[config.mk]
export PLATFORM = sky130hd
export DESIGN_NAME = store_buffer_top
export DESIGN_NICKNAME = d
export VERILOG_FILES = /design/src/stb_pkg.sv /design/src/stb_ctrl_if.sv /design/src/stb_ptr_counter.sv /design/src/stb_storage.sv /design/src/lsu_stb_ctrl.sv /design/src/stb_drain_ctrl.sv /design/src/store_buffer_top.sv
export VERILOG_INCLUDE_DIRS = /design/src
export SDC_FILE = /design/constraint.sdc
export NUM_CORES = 1
export LEC_CHECK = 0
export ABC_AREA = 1
export BUFFER_PORTS_ARGS = -buffer_cell sky130_fd_sc_hd__buf_2
export CELL_PAD_IN_SITES_DETAIL_PLACEMENT = 1
export CELL_PAD_IN_SITES_GLOBAL_PLACEMENT = 2
export CORE_MARGIN = 4
export CORE_UTILIZATION = 35
export DETAILED_ROUTE_END_ITERATION = 6
export PLACE_DENSITY = 0.85
export SYNTH_ARGS = -nofsm -noshare
export SYNTH_HDL_FRONTEND = slang
export SYNTH_SLANG_ARGS = --single-unit
[constraint.sdc]
create_clock -name clk -period 3.5 [get_ports clk]
set_clock_uncertainty 0.2 [all_clocks]
set_input_delay 0.7 -clock clk [delete_from_list [all_inputs] [get_ports clk]]
set_output_delay 0.7 -clock clk [all_outputs]
set_load 0.1 [all_outputs]
[src/stb_cfg.svh]
// Store buffer configuration
`ifndef STB_CFG_SVH
`define STB_CFG_SVH

// Number of queue entries, must be a power of two
`define STB_DEPTH 4

// Address width toward cache
`define STB_ADDR_W 32

// Data width of one store
`define STB_DATA_W 32

// One byte select per data byte
`define STB_SEL_W (`STB_DATA_W / 8)

`endif

[src/stb_pkg.sv]
// Store buffer shared types
`include "stb_cfg.svh"

package stb_pkg;

    // One buffered store, as written to the cache
    typedef struct packed {
        logic [`STB_ADDR_W-1:0] addr;
        logic [`STB_DATA_W-1:0] wdata;
        logic [`STB_SEL_W-1:0]  sel_byte;
    } stb_entry_t;

    // Slot index, wraps naturally at depth
    typedef logic [$clog2(`STB_DEPTH)-1:0] stb_ptr_t;

    // LSU side FSM
    typedef enum logic {
        LSU_IDLE = 1'b0,
        // Entry written, ack pending
        LSU_ACK  = 1'b1
    } lsu_state_e;

    // Drain side FSM
    typedef enum logic {
        DRAIN_IDLE = 1'b0,
        // Head entry on cache port
        DRAIN_REQ  = 1'b1
    } drain_state_e;

endpackage

[src/stb_ctrl_if.sv]
// Queue control and status bundle
`timescale 1ns/1ps

interface stb_ctrl_if;

    // Push from LSU side
    logic wr_en;
    // Pop from drain side
    logic rd_en;
    // Queue status
    logic full;
    logic empty;

    // Store acceptance
    modport lsu_mp (
        output wr_en,
        input  full
    );

    // Cache drain
    modport drain_mp (
        output rd_en,
        input  empty
    );

    // Pointer and occupancy keeper
    modport ptr_mp (
        input  wr_en,
        input  rd_en,
        output full,
        output empty
    );

endinterface

[src/stb_ptr_counter.sv]
// Store buffer pointers and occupancy
`timescale 1ns/1ps
`include "stb_cfg.svh"

module stb_ptr_counter
    import stb_pkg::*;
(
    input  logic       clk,
    input  logic       rst_n,
    stb_ctrl_if.ptr_mp ctrl,
    output stb_ptr_t   wr_ptr_o,
    output stb_ptr_t   rd_ptr_o
);

    // One extra bit so a full queue is representable
    localparam int CNT_W = $clog2(`STB_DEPTH) + 1;

    stb_ptr_t         wr_ptr_q;
    stb_ptr_t         rd_ptr_q;
    logic [CNT_W-1:0] count_q;

    // Tail advances on every push
    always_ff @(posedge clk or negedge rst_n) begin
        if (!rst_n) begin
            wr_ptr_q <= '0;
        end else if (ctrl.wr_en) begin
            wr_ptr_q <= wr_ptr_q + 1'b1;
        end
    end

    // Head advances on every pop
    always_ff @(posedge clk or negedge rst_n) begin
        if (!rst_n) begin
            rd_ptr_q <= '0;
        end else if (ctrl.rd_en) begin
            rd_ptr_q <= rd_ptr_q + 1'b1;
        end
    end

    // Occupancy, push and pop together leave it unchanged
    always_ff @(posedge clk or negedge rst_n) begin
        if (!rst_n) begin
            count_q <= '0;
        end else begin
            case ({ctrl.wr_en, ctrl.rd_en})
                2'b10:   count_q <= count_q + 1'b1;
                2'b01:   count_q <= count_q - 1'b1;
                default: count_q <= count_q;
            endcase
        end
    end

    assign ctrl.full  = (count_q == CNT_W'(`STB_DEPTH));
    assign ctrl.empty = (count_q == '0);
    assign wr_ptr_o   = wr_ptr_q;
    assign rd_ptr_o   = rd_ptr_q;

    // LSU controller must honour back-pressure
    a_no_push_full: assert property (@(posedge clk) disable iff (!rst_n)
        ctrl.full |-> !ctrl.wr_en);

    // Drain controller never pops a missing entry
    a_no_pop_empty: assert property (@(posedge clk) disable iff (!rst_n)
        ctrl.empty |-> !ctrl.rd_en);

endmodule

[src/stb_storage.sv]
// Store buffer entry array
`timescale 1ns/1ps
`include "stb_cfg.svh"

module stb_storage
    import stb_pkg::*;
(
    input  logic       clk,
    input  logic       rst_n,
    // Write side, from LSU controller and tail pointer
    input  logic       wr_en_i,
    input  stb_ptr_t   wr_ptr_i,
    input  stb_entry_t wr_entry_i,
    // Read side, head pointer
    input  stb_ptr_t   rd_ptr_i,
    output stb_entry_t head_o
);

    // Queue slots
    stb_entry_t mem_q [`STB_DEPTH];

    // Store lands in the tail slot
    always_ff @(posedge clk or negedge rst_n) begin
        if (!rst_n) begin
            for (int i = 0; i < `STB_DEPTH; i++) begin
                mem_q[i] <= '0;
            end
        end else if (wr_en_i) begin
            mem_q[wr_ptr_i] <= wr_entry_i;
        end
    end

    // Oldest store, visible without a read cycle
    assign head_o = mem_q[rd_ptr_i];

endmodule

[src/lsu_stb_ctrl.sv]
// LSU side store acceptance FSM
`timescale 1ns/1ps

module lsu_stb_ctrl
    import stb_pkg::*;
(
    input  logic       clk,
    input  logic       rst_n,
    // LSU request qualifiers
    input  logic       lsu_req_i,
    input  logic       lsu_w_en_i,
    input  logic       dmem_sel_i,
    // Queue push and full status
    stb_ctrl_if.lsu_mp ctrl,
    // Store accepted
    output logic       stb_ack_o
);

    lsu_state_e state_q;
    lsu_state_e state_d;
    logic       store_req;

    // Only data memory stores enter the queue
    assign store_req = lsu_req_i & lsu_w_en_i & dmem_sel_i;

    always_ff @(posedge clk or negedge rst_n) begin
        if (!rst_n) begin
            state_q <= LSU_IDLE;
        end else begin
            state_q <= state_d;
        end
    end

    // Push once in IDLE, then one ack cycle
    always_comb begin
        state_d    = state_q;
        ctrl.wr_en = 1'b0;
        case (state_q)
            LSU_IDLE: begin
                // Full holds the LSU here without ack
                if (store_req && !ctrl.full) begin
                    ctrl.wr_en = 1'b1;
                    state_d    = LSU_ACK;
                end
            end
            LSU_ACK: begin
                // LSU drops its request after this cycle
                state_d = LSU_IDLE;
            end
            default: begin
                state_d = LSU_IDLE;
            end
        endcase
    end

    // Ack straight from state, one cycle after the push
    assign stb_ack_o = (state_q == LSU_ACK);

    // Request drops after the ack so a store is pushed only once
    a_req_drop: assert property (@(posedge clk) disable iff (!rst_n)
        stb_ack_o |=> !lsu_req_i);

endmodule

[src/stb_drain_ctrl.sv]
// Cache side drain FSM
`timescale 1ns/1ps

module stb_drain_ctrl
    import stb_pkg::*;
(
    input  logic         clk,
    input  logic         rst_n,
    // Queue pop and empty status
    stb_ctrl_if.drain_mp ctrl,
    // Oldest entry from storage
    input  stb_entry_t   head_i,
    // Cache handshake
    input  logic         dc_ack_i,
    output logic         dc_req_o,
    output logic         dc_w_en_o,
    output stb_entry_t   dc_entry_o,
    output logic         dmem_sel_o
);

    drain_state_e state_q;
    drain_state_e state_d;
    logic         in_req;

    always_ff @(posedge clk or negedge rst_n) begin
        if (!rst_n) begin
            state_q <= DRAIN_IDLE;
        end else begin
            state_q <= state_d;
        end
    end

    assign in_req = (state_q == DRAIN_REQ);

    // Request while pending, pop on cache ack
    always_comb begin
        state_d    = state_q;
        ctrl.rd_en = 1'b0;
        case (state_q)
            DRAIN_IDLE: begin
                if (!ctrl.empty) begin
                    state_d = DRAIN_REQ;
                end
            end
            DRAIN_REQ: begin
                // Cache may stall for any number of cycles
                if (dc_ack_i) begin
                    ctrl.rd_en = 1'b1;
                    state_d    = DRAIN_IDLE;
                end
            end
            default: begin
                state_d = DRAIN_IDLE;
            end
        endcase
    end

    // Every drain access is a data memory write
    assign dc_req_o   = in_req;
    assign dc_w_en_o  = in_req;
    assign dmem_sel_o = in_req;

    // Head only moves on pop, so the fields hold steady
    assign dc_entry_o = head_i;

    // Request and payload stay put until the cache answers
    a_req_held: assert property (@(posedge clk) disable iff (!rst_n)
        dc_req_o && !dc_ack_i |=> dc_req_o && $stable(dc_entry_o));

endmodule

[src/store_buffer_top.sv]
// Store buffer between LSU and data cache
`timescale 1ns/1ps
`include "stb_cfg.svh"

module store_buffer_top
    import stb_pkg::*;
(
    input  logic                   clk,
    input  logic                   rst_n,
    // LSU request
    input  logic                   lsu_req_i,
    input  logic                   lsu_w_en_i,
    input  logic [`STB_ADDR_W-1:0] lsu_addr_i,
    input  logic [`STB_DATA_W-1:0] lsu_wdata_i,
    input  logic [`STB_SEL_W-1:0]  lsu_sel_byte_i,
    input  logic                   dmem_sel_i,
    // LSU response
    output logic                   lsu_ack_o,
    output logic [`STB_DATA_W-1:0] lsu_rdata_o,
    // Cache request
    output logic                   dc_req_o,
    output logic                   dc_w_en_o,
    output logic [`STB_ADDR_W-1:0] dc_addr_o,
    output logic [`STB_DATA_W-1:0] dc_wdata_o,
    output logic [`STB_SEL_W-1:0]  dc_sel_byte_o,
    output logic                   dmem_sel_o,
    output logic                   stb_empty_o,
    // Cache response
    input  logic                   dc_ack_i,
    input  logic [`STB_DATA_W-1:0] dc_rdata_i
);

    stb_ptr_t   wr_ptr;
    stb_ptr_t   rd_ptr;
    stb_entry_t wr_entry;
    stb_entry_t head;
    stb_entry_t drn_entry;
    logic       stb_ack;
    logic       drn_req;
    logic       drn_w_en;
    logic       drn_dmem_sel;
    logic       empty_q;
    logic       st_q;
    logic       ld_bypass;

    stb_ctrl_if ctrl_if ();

    assign wr_entry = '{addr: lsu_addr_i, wdata: lsu_wdata_i, sel_byte: lsu_sel_byte_i};

    // Empty history and last-cycle store request
    always_ff @(posedge clk or negedge rst_n) begin
        if (!rst_n) begin
            empty_q <= 1'b1;
            st_q    <= 1'b0;
        end else begin
            empty_q <= ctrl_if.empty;
            st_q    <= lsu_req_i & lsu_w_en_i;
        end
    end

    // Loads go direct only on a quiet, empty buffer
    assign ld_bypass = empty_q & ~st_q & ~(lsu_req_i & lsu_w_en_i);

    stb_ptr_counter u_ptr (.clk(clk), .rst_n(rst_n), .ctrl(ctrl_if.ptr_mp),
                           .wr_ptr_o(wr_ptr), .rd_ptr_o(rd_ptr));

    stb_storage u_storage (.clk(clk), .rst_n(rst_n), .wr_en_i(ctrl_if.wr_en),
                           .wr_ptr_i(wr_ptr), .wr_entry_i(wr_entry),
                           .rd_ptr_i(rd_ptr), .head_o(head));

    lsu_stb_ctrl u_lsu_ctrl (.clk(clk), .rst_n(rst_n), .lsu_req_i(lsu_req_i),
                             .lsu_w_en_i(lsu_w_en_i), .dmem_sel_i(dmem_sel_i),
                             .ctrl(ctrl_if.lsu_mp), .stb_ack_o(stb_ack));

    stb_drain_ctrl u_drain_ctrl (.clk(clk), .rst_n(rst_n), .ctrl(ctrl_if.drain_mp),
                                 .head_i(head), .dc_ack_i(dc_ack_i), .dc_req_o(drn_req),
                                 .dc_w_en_o(drn_w_en), .dc_entry_o(drn_entry),
                                 .dmem_sel_o(drn_dmem_sel));

    assign stb_empty_o = empty_q;

    // Drain path by default, LSU load straight through on bypass
    always_comb begin
        lsu_ack_o     = stb_ack;
        lsu_rdata_o   = '0;
        dc_req_o      = drn_req;
        dc_w_en_o     = drn_w_en;
        dc_addr_o     = drn_entry.addr;
        dc_wdata_o    = drn_entry.wdata;
        dc_sel_byte_o = drn_entry.sel_byte;
        dmem_sel_o    = drn_dmem_sel;
        if (ld_bypass) begin
            lsu_ack_o     = dc_ack_i;
            lsu_rdata_o   = dc_rdata_i;
            dc_req_o      = lsu_req_i;
            dc_w_en_o     = 1'b0;
            dc_addr_o     = lsu_addr_i;
            dc_wdata_o    = lsu_wdata_i;
            dc_sel_byte_o = lsu_sel_byte_i;
            dmem_sel_o    = dmem_sel_i;
        end
    end

endmodule

Word level (Yosys, flattened, before mapping)
Index checks and enable logic that the tools add are counted.
{ "totals": {"regBits": 283, "wordCells": 67, "input_bits": 106} }
{ "op_classes": {"magnitude_cmp": 3, "n_eq_ne": 3, "n_bitwise": 10, "add_sub_neg": 4, "reduce_logical": 5, "muxes": 23} }
{ "op_table": {"columns": ["operator", "n"], "rows": [
  ["272-bit bitwise mux", 1],
  ["68-bit two-way mux", 3],
  ["68-bit binary-select mux with 2-bit select", 1],
  ["68-bit demux with 2-bit select", 1],
  ["32-bit two-way mux", 3],
  ["1-bit two-way mux", 10],
  ["3-bit greater-or-equal comparator, second input constant", 2],
  ["2-bit NOT with 3-bit output", 2],
  ["3-bit case mux with 2 select lines", 1],
  ["2-bit by 1-bit adder with 2-bit output, second input constant", 2],
  ["1-bit bitwise AND", 4],
  ["4-bit two-way mux", 1],
  ["1-bit NOT", 4],
  ["1-bit case mux with 2 select lines", 2],
  ["3-bit by 1-bit adder with 3-bit output, second input constant", 1],
  ["3-bit == test, second input constant", 1],
  ["3-bit zero test", 1],
  ["3-bit by 1-bit less-than comparator with 1-bit output, second input constant", 1],
  ["3-bit by 1-bit subtractor with 3-bit output, second input constant", 1],
  ["2-bit by 1-bit == test with 1-bit output, second input constant", 1],
  ["2-bit == test, second input constant", 1],
  ["1-bit logical AND", 2],
  ["2-bit nonzero test", 1],
  ["1-bit zero test", 1]
]} }

Logic depth before layout (Yosys ltp)
{ "depth": {"word_depth": 7, "mapped_depth": 12} }

Hierarchy
From an unflattened synthesis, not the netlist that was laid out.
{ "unflattened": {"hier_cells": 2414, "area_unflattened_um2": 16452.0} }
{ "by_module_without_submodules": {"columns": ["mod", "seq_area_each_um2", "area_per_inst_um2", "instances", "cells_each"], "rows": [
  ["stb_storage", 6806.5, 14138.6, 1, 1984],
  ["store_buffer_top", 51.3, 1350.0, 1, 312],
  ["stb_drain_ctrl", 25.0, 580.6, 1, 79],
  ["stb_ptr_counter", 175.2, 337.8, 1, 33],
  ["lsu_stb_ctrl", 25.0, 45.0, 1, 6]
]} }

Worst setup path before layout
Ideal clock, no wire load.
{ "synth_path": {"path_kind": "input port to output port", "start": "in lsu_req_i", "end": "out lsu_ack_o", "slack_ns": -0.455, "n_path_buf": 0, "stages": 4, "arrival_time_ns": 3.055, "path_cell_list": "nand2_2 -> nand2_1 -> inv_2 -> o21ai_0"} }
{ "synth_via": {"elab_chain_len": 4} }
{ "synth_lines": {"columns": ["item", "line_no", "rtl"], "rows": [
  ["start: declaration", "store_buffer_top.sv:11", "input logic lsu_req_i,"],
  ["1-bit bitwise AND", "store_buffer_top.sv:62", "assign ld_bypass = empty_q & ~st_q & ~(lsu_req_i & lsu_w_en_i);"],
  ["1-bit NOT", "store_buffer_top.sv:62", null],
  ["1-bit bitwise AND", "store_buffer_top.sv:62", null],
  ["1-bit two-way mux", "store_buffer_top.sv:92", "if (ld_bypass) begin"],
  ["end: declaration", "store_buffer_top.sv:18", "output logic lsu_ack_o,"]
]} }
No other way between the ends.

Final worst setup path
{ "layout_path": {"start": "reg empty_q, in the netlist stb_empty_o", "end": "out dc_wdata_o[24]"} }
{ "layout_via": {"elab_chain_len": 3} }
{ "layout_lines": {"columns": ["item", "line_no", "rtl"], "rows": [
  ["start: declaration", "store_buffer_top.sv:42", "logic empty_q;"],
  ["start signal: assignment", "store_buffer_top.sv:56", "empty_q <= ctrl_if.empty;"],
  ["1-bit bitwise AND (2 in series)", "store_buffer_top.sv:62", null],
  ["32-bit two-way mux", "store_buffer_top.sv:92", null],
  ["end: declaration", "store_buffer_top.sv:24", "output logic [`STB_DATA_W-1:0] dc_wdata_o,"]
]} }
No other way between the ends.

==> metrics.md <==
| Metric | Value |
|---|---|
| Core ar. | `45380 um2` |
| Slew HR | `between 20% and 30%` |
| Seq/Total Area, Yosys | `~44%` |
| Worst Setup Start Kind | `flop` |
| Vias post-DR | `15770` |
| Clock Path Buffers | `3` |
| Clock transition at path regs | `60 ps` |
| Finished Layout Cells | `3084` |
| TritonRoute pass-1 iters | `5` |
| Gr usage total | `22.65%` |
| Drt drc | `0` |
| Cells after Synth | `2354` |
| Post-DRT Antenna Nets | `0` |
| TNS Setup | `0 ps` |
| Die width | `222.1 um` |
| CTS Buf Count | `34` |
| Fin. max-slew vios | `0` |
| CP top delay family | `buffers and inverters` |
| I/O Pins | `211` |
| GP Congestion | `0.7973` |
| Clock latency at the later pin of the worst-skew pair | `520 ps` |
| Nets | `2572` |
| Tmin final | `roughly 3200 ps` |
| Via-per-instance ratio | `5.113` |
| RSZ-0062 raised after global routing | `false` |
| Drt wl/cell | `18.38 um` |
| Clk sinks | `283` |
| Layout cells sized above 1 | `13.00%` |
| Yosys Warn Count | `0` |
| Post-Syn Area per Cell | `~6.8 um2` |
| CP required | `2600 ps` |
| Slew at the pin closest to its max-slew limit | `1079 ps` |
| CP Cell Sequence | `inv_1, nor2_1, nand2_4, inv_2, buf_4, nand2_1, nand2_1, buf_12` |
| Most frequent cells after synthesis | `nand2_1 (1105), inv_1 (315), dfrtp_1 (282)` |
| CTS tree | `yes` |
| Die span in y | `222.1 um` |
| Remaining Overflow, GRT | `0` |
| Setup violations, final | `0` |
| Critical path's most frequent cell | `nand2_1` |
| Area grow syn2layout | `22.79%` |
| Maximum clock frequency | `0.3108 GHz` |
| Post-synth cell types | `24` |
| DP HPWL | `33710 um` |
| Top-area cell type share of the netlist area | `43.98%` |
| DR iter-0 viols | `1043` |
| HP Class | `reg -> reg` |
| Root buf cell | `clkbuf_16` |
| Crit path capture type | `primary output` |
| Fin. Hold Viols | `0` |
| Cell row count | `78` |
| Mapped Area | `16050 um2` |
| Crit-path slowest cell | `dfstp_2` |
| I/O Buffers | `210` |
| Post-synth EDFFs | `0` |
| Ys async rst share | `between 90% and 100%` |
| CP max FO | `34` |
| Final Util | `43.42%` |
| Die ar. | `49330 um2` |
| Fin crit share | `between 90% and 100%` |
| Starting Density | `around 35%` |
| Status | `completed` |
| CP Buf/Inv Count | `4` |
| Diodes inserted | `0` |
| Cell count after placement | `3023` |
| Max Cap Viol | `0` |
| First-pass GRT wire length | `92000 um` |
| Setup CP Type | `reg -> out` |
| WL final | `between 50000 and 60000 um` |
| Top post-synthesis cells by area | `dfrtp_1 (44%), nand2_1 (26%), nand4_1 (11%)` |
| CP arrival | `between 2000 and 2500 ps` |
| Largest net degree at the start of global routing | `145` |
| H-tree depth | `2` |
| Count leader, synth | `nand2_1` |
| Syn_nets | `2466` |
| FF+latch count, synth | `283` |
| Area leader, netlist | `dfrtp_1` |
| Largest stage delay, worst path | `530 ps` |
| Initial antenna violation count | `3` |
| Post-synth top flop | `dfrtp_1` |
| Vias in the first global route | `16710` |
sequential cells by signal, indices dropped and copies added (netlist names):
signal,cells
u_drain_ctrl.dc_req_o,1
st_q,1
u_storage.mem_q,272
stb_empty_o,1
u_ptr.count_q,3
u_lsu_ctrl.stb_ack_o,1
u_ptr.rd_ptr_o,2
u_ptr.wr_ptr_o,2
layout by cell type, fill, tap and decap left out, types with 5 or more instances in the layout:
master | Yosys | routed
clkbuf_16 | 0 | 37
buf_2 | 108 | 138
nand3_4 | 1 | 5
clkbuf_8 | 0 | 8
buf_12 | 0 | 86
inv_1 | 315 | 314
dfrtp_1 | 282 | 280
nand3_1 | 138 | 138
buf_4 | 3 | 27
clkbuf_1 | 56 | 9
nand2_1 | 1105 | 1104
nand4_1 | 272 | 272
nor2_1 | 36 | 34
clkinv_2 | 0 | 6
final timing paths:
check	startpoint	endpoint	slack, ps	cells past startpoint
max in group asynchronous	rst_n	stb_empty_o	1700	3
worst max register to register	u_ptr.count_q[0]	u_storage.mem_q[130]	1000	7
min in group asynchronous	rst_n	u_storage.mem_q[37]	570	2
worst max-delay path	stb_empty_o	dc_wdata_o[24]	280	8
worst min register to register	u_storage.mem_q[253]	u_storage.mem_q[253]	270	2
worst min-delay path	u_storage.mem_q[253]	u_storage.mem_q[253]	270	2
area by class of cell:
class / count / area, um2
multi-input combinational: 1571 / 6932
inverter: 317 / 1192
fill: 5672 / 25680
clock inverter: 6 / 30.03
sequential: 283 / 7088
timing repair buffer: 253 / 2640
tap: 600 / 750.7
clock buffer: 54 / 1070
kinds of logic after synthesis:
group | Yosys count | synth area share, %
simple gates | 1559 | 42.10
flops | 283 | 44.14
compound gates | 3 | 0.09355
xor+xnor | 3 | 0.1638
fa+ha+maj | 6 | 0.5147
buf+inv | 500 | 12.98
stage by stage:
| stage | instance area, um2 | hold WS (ps) | worst slack [ps] |
|---|---|---|---|
| finish | 19700 | 267.7 | 283.0 |
| global route | 19700 | 274.5 | 144.4 |
| CTS | 19700 | 250.9 | 249.3 |
| detailed placement | 18590 | 258.2 | 578.9 |
| global placement | 18590 | 252.6 | 653.7 |
| floorplan | 16050 | 204.4 | -108.3 |
tightest hold or removal path, delay by kind of cell (launching register included):
kind             cells  cell delay [ps]
flip-flops           1              340
AND/OR/NAND/NOR      2              100
what timing repair did:
item / in CTS / in global routing
resized for setup: 0 / 0
hold endpoints to repair: 61 / 0
setup buffers: 0 / 0
hold buffers: 1 / 0
per-layer routing:
| metal | share of wire, % | track usage, % |
|---|---|---|
| met1 | 46 | 30.33 |
| met2 | 49 | 39.40 |
| met3 | 3.5 | 2.727 |
| met4 | 1.8 | 5.202 |
| met5 | 0.023 | 0 |
Power is left out: the tool's default activity adds up to more than one toggle a clock period on the data nets, which glitch-free logic cannot reach.
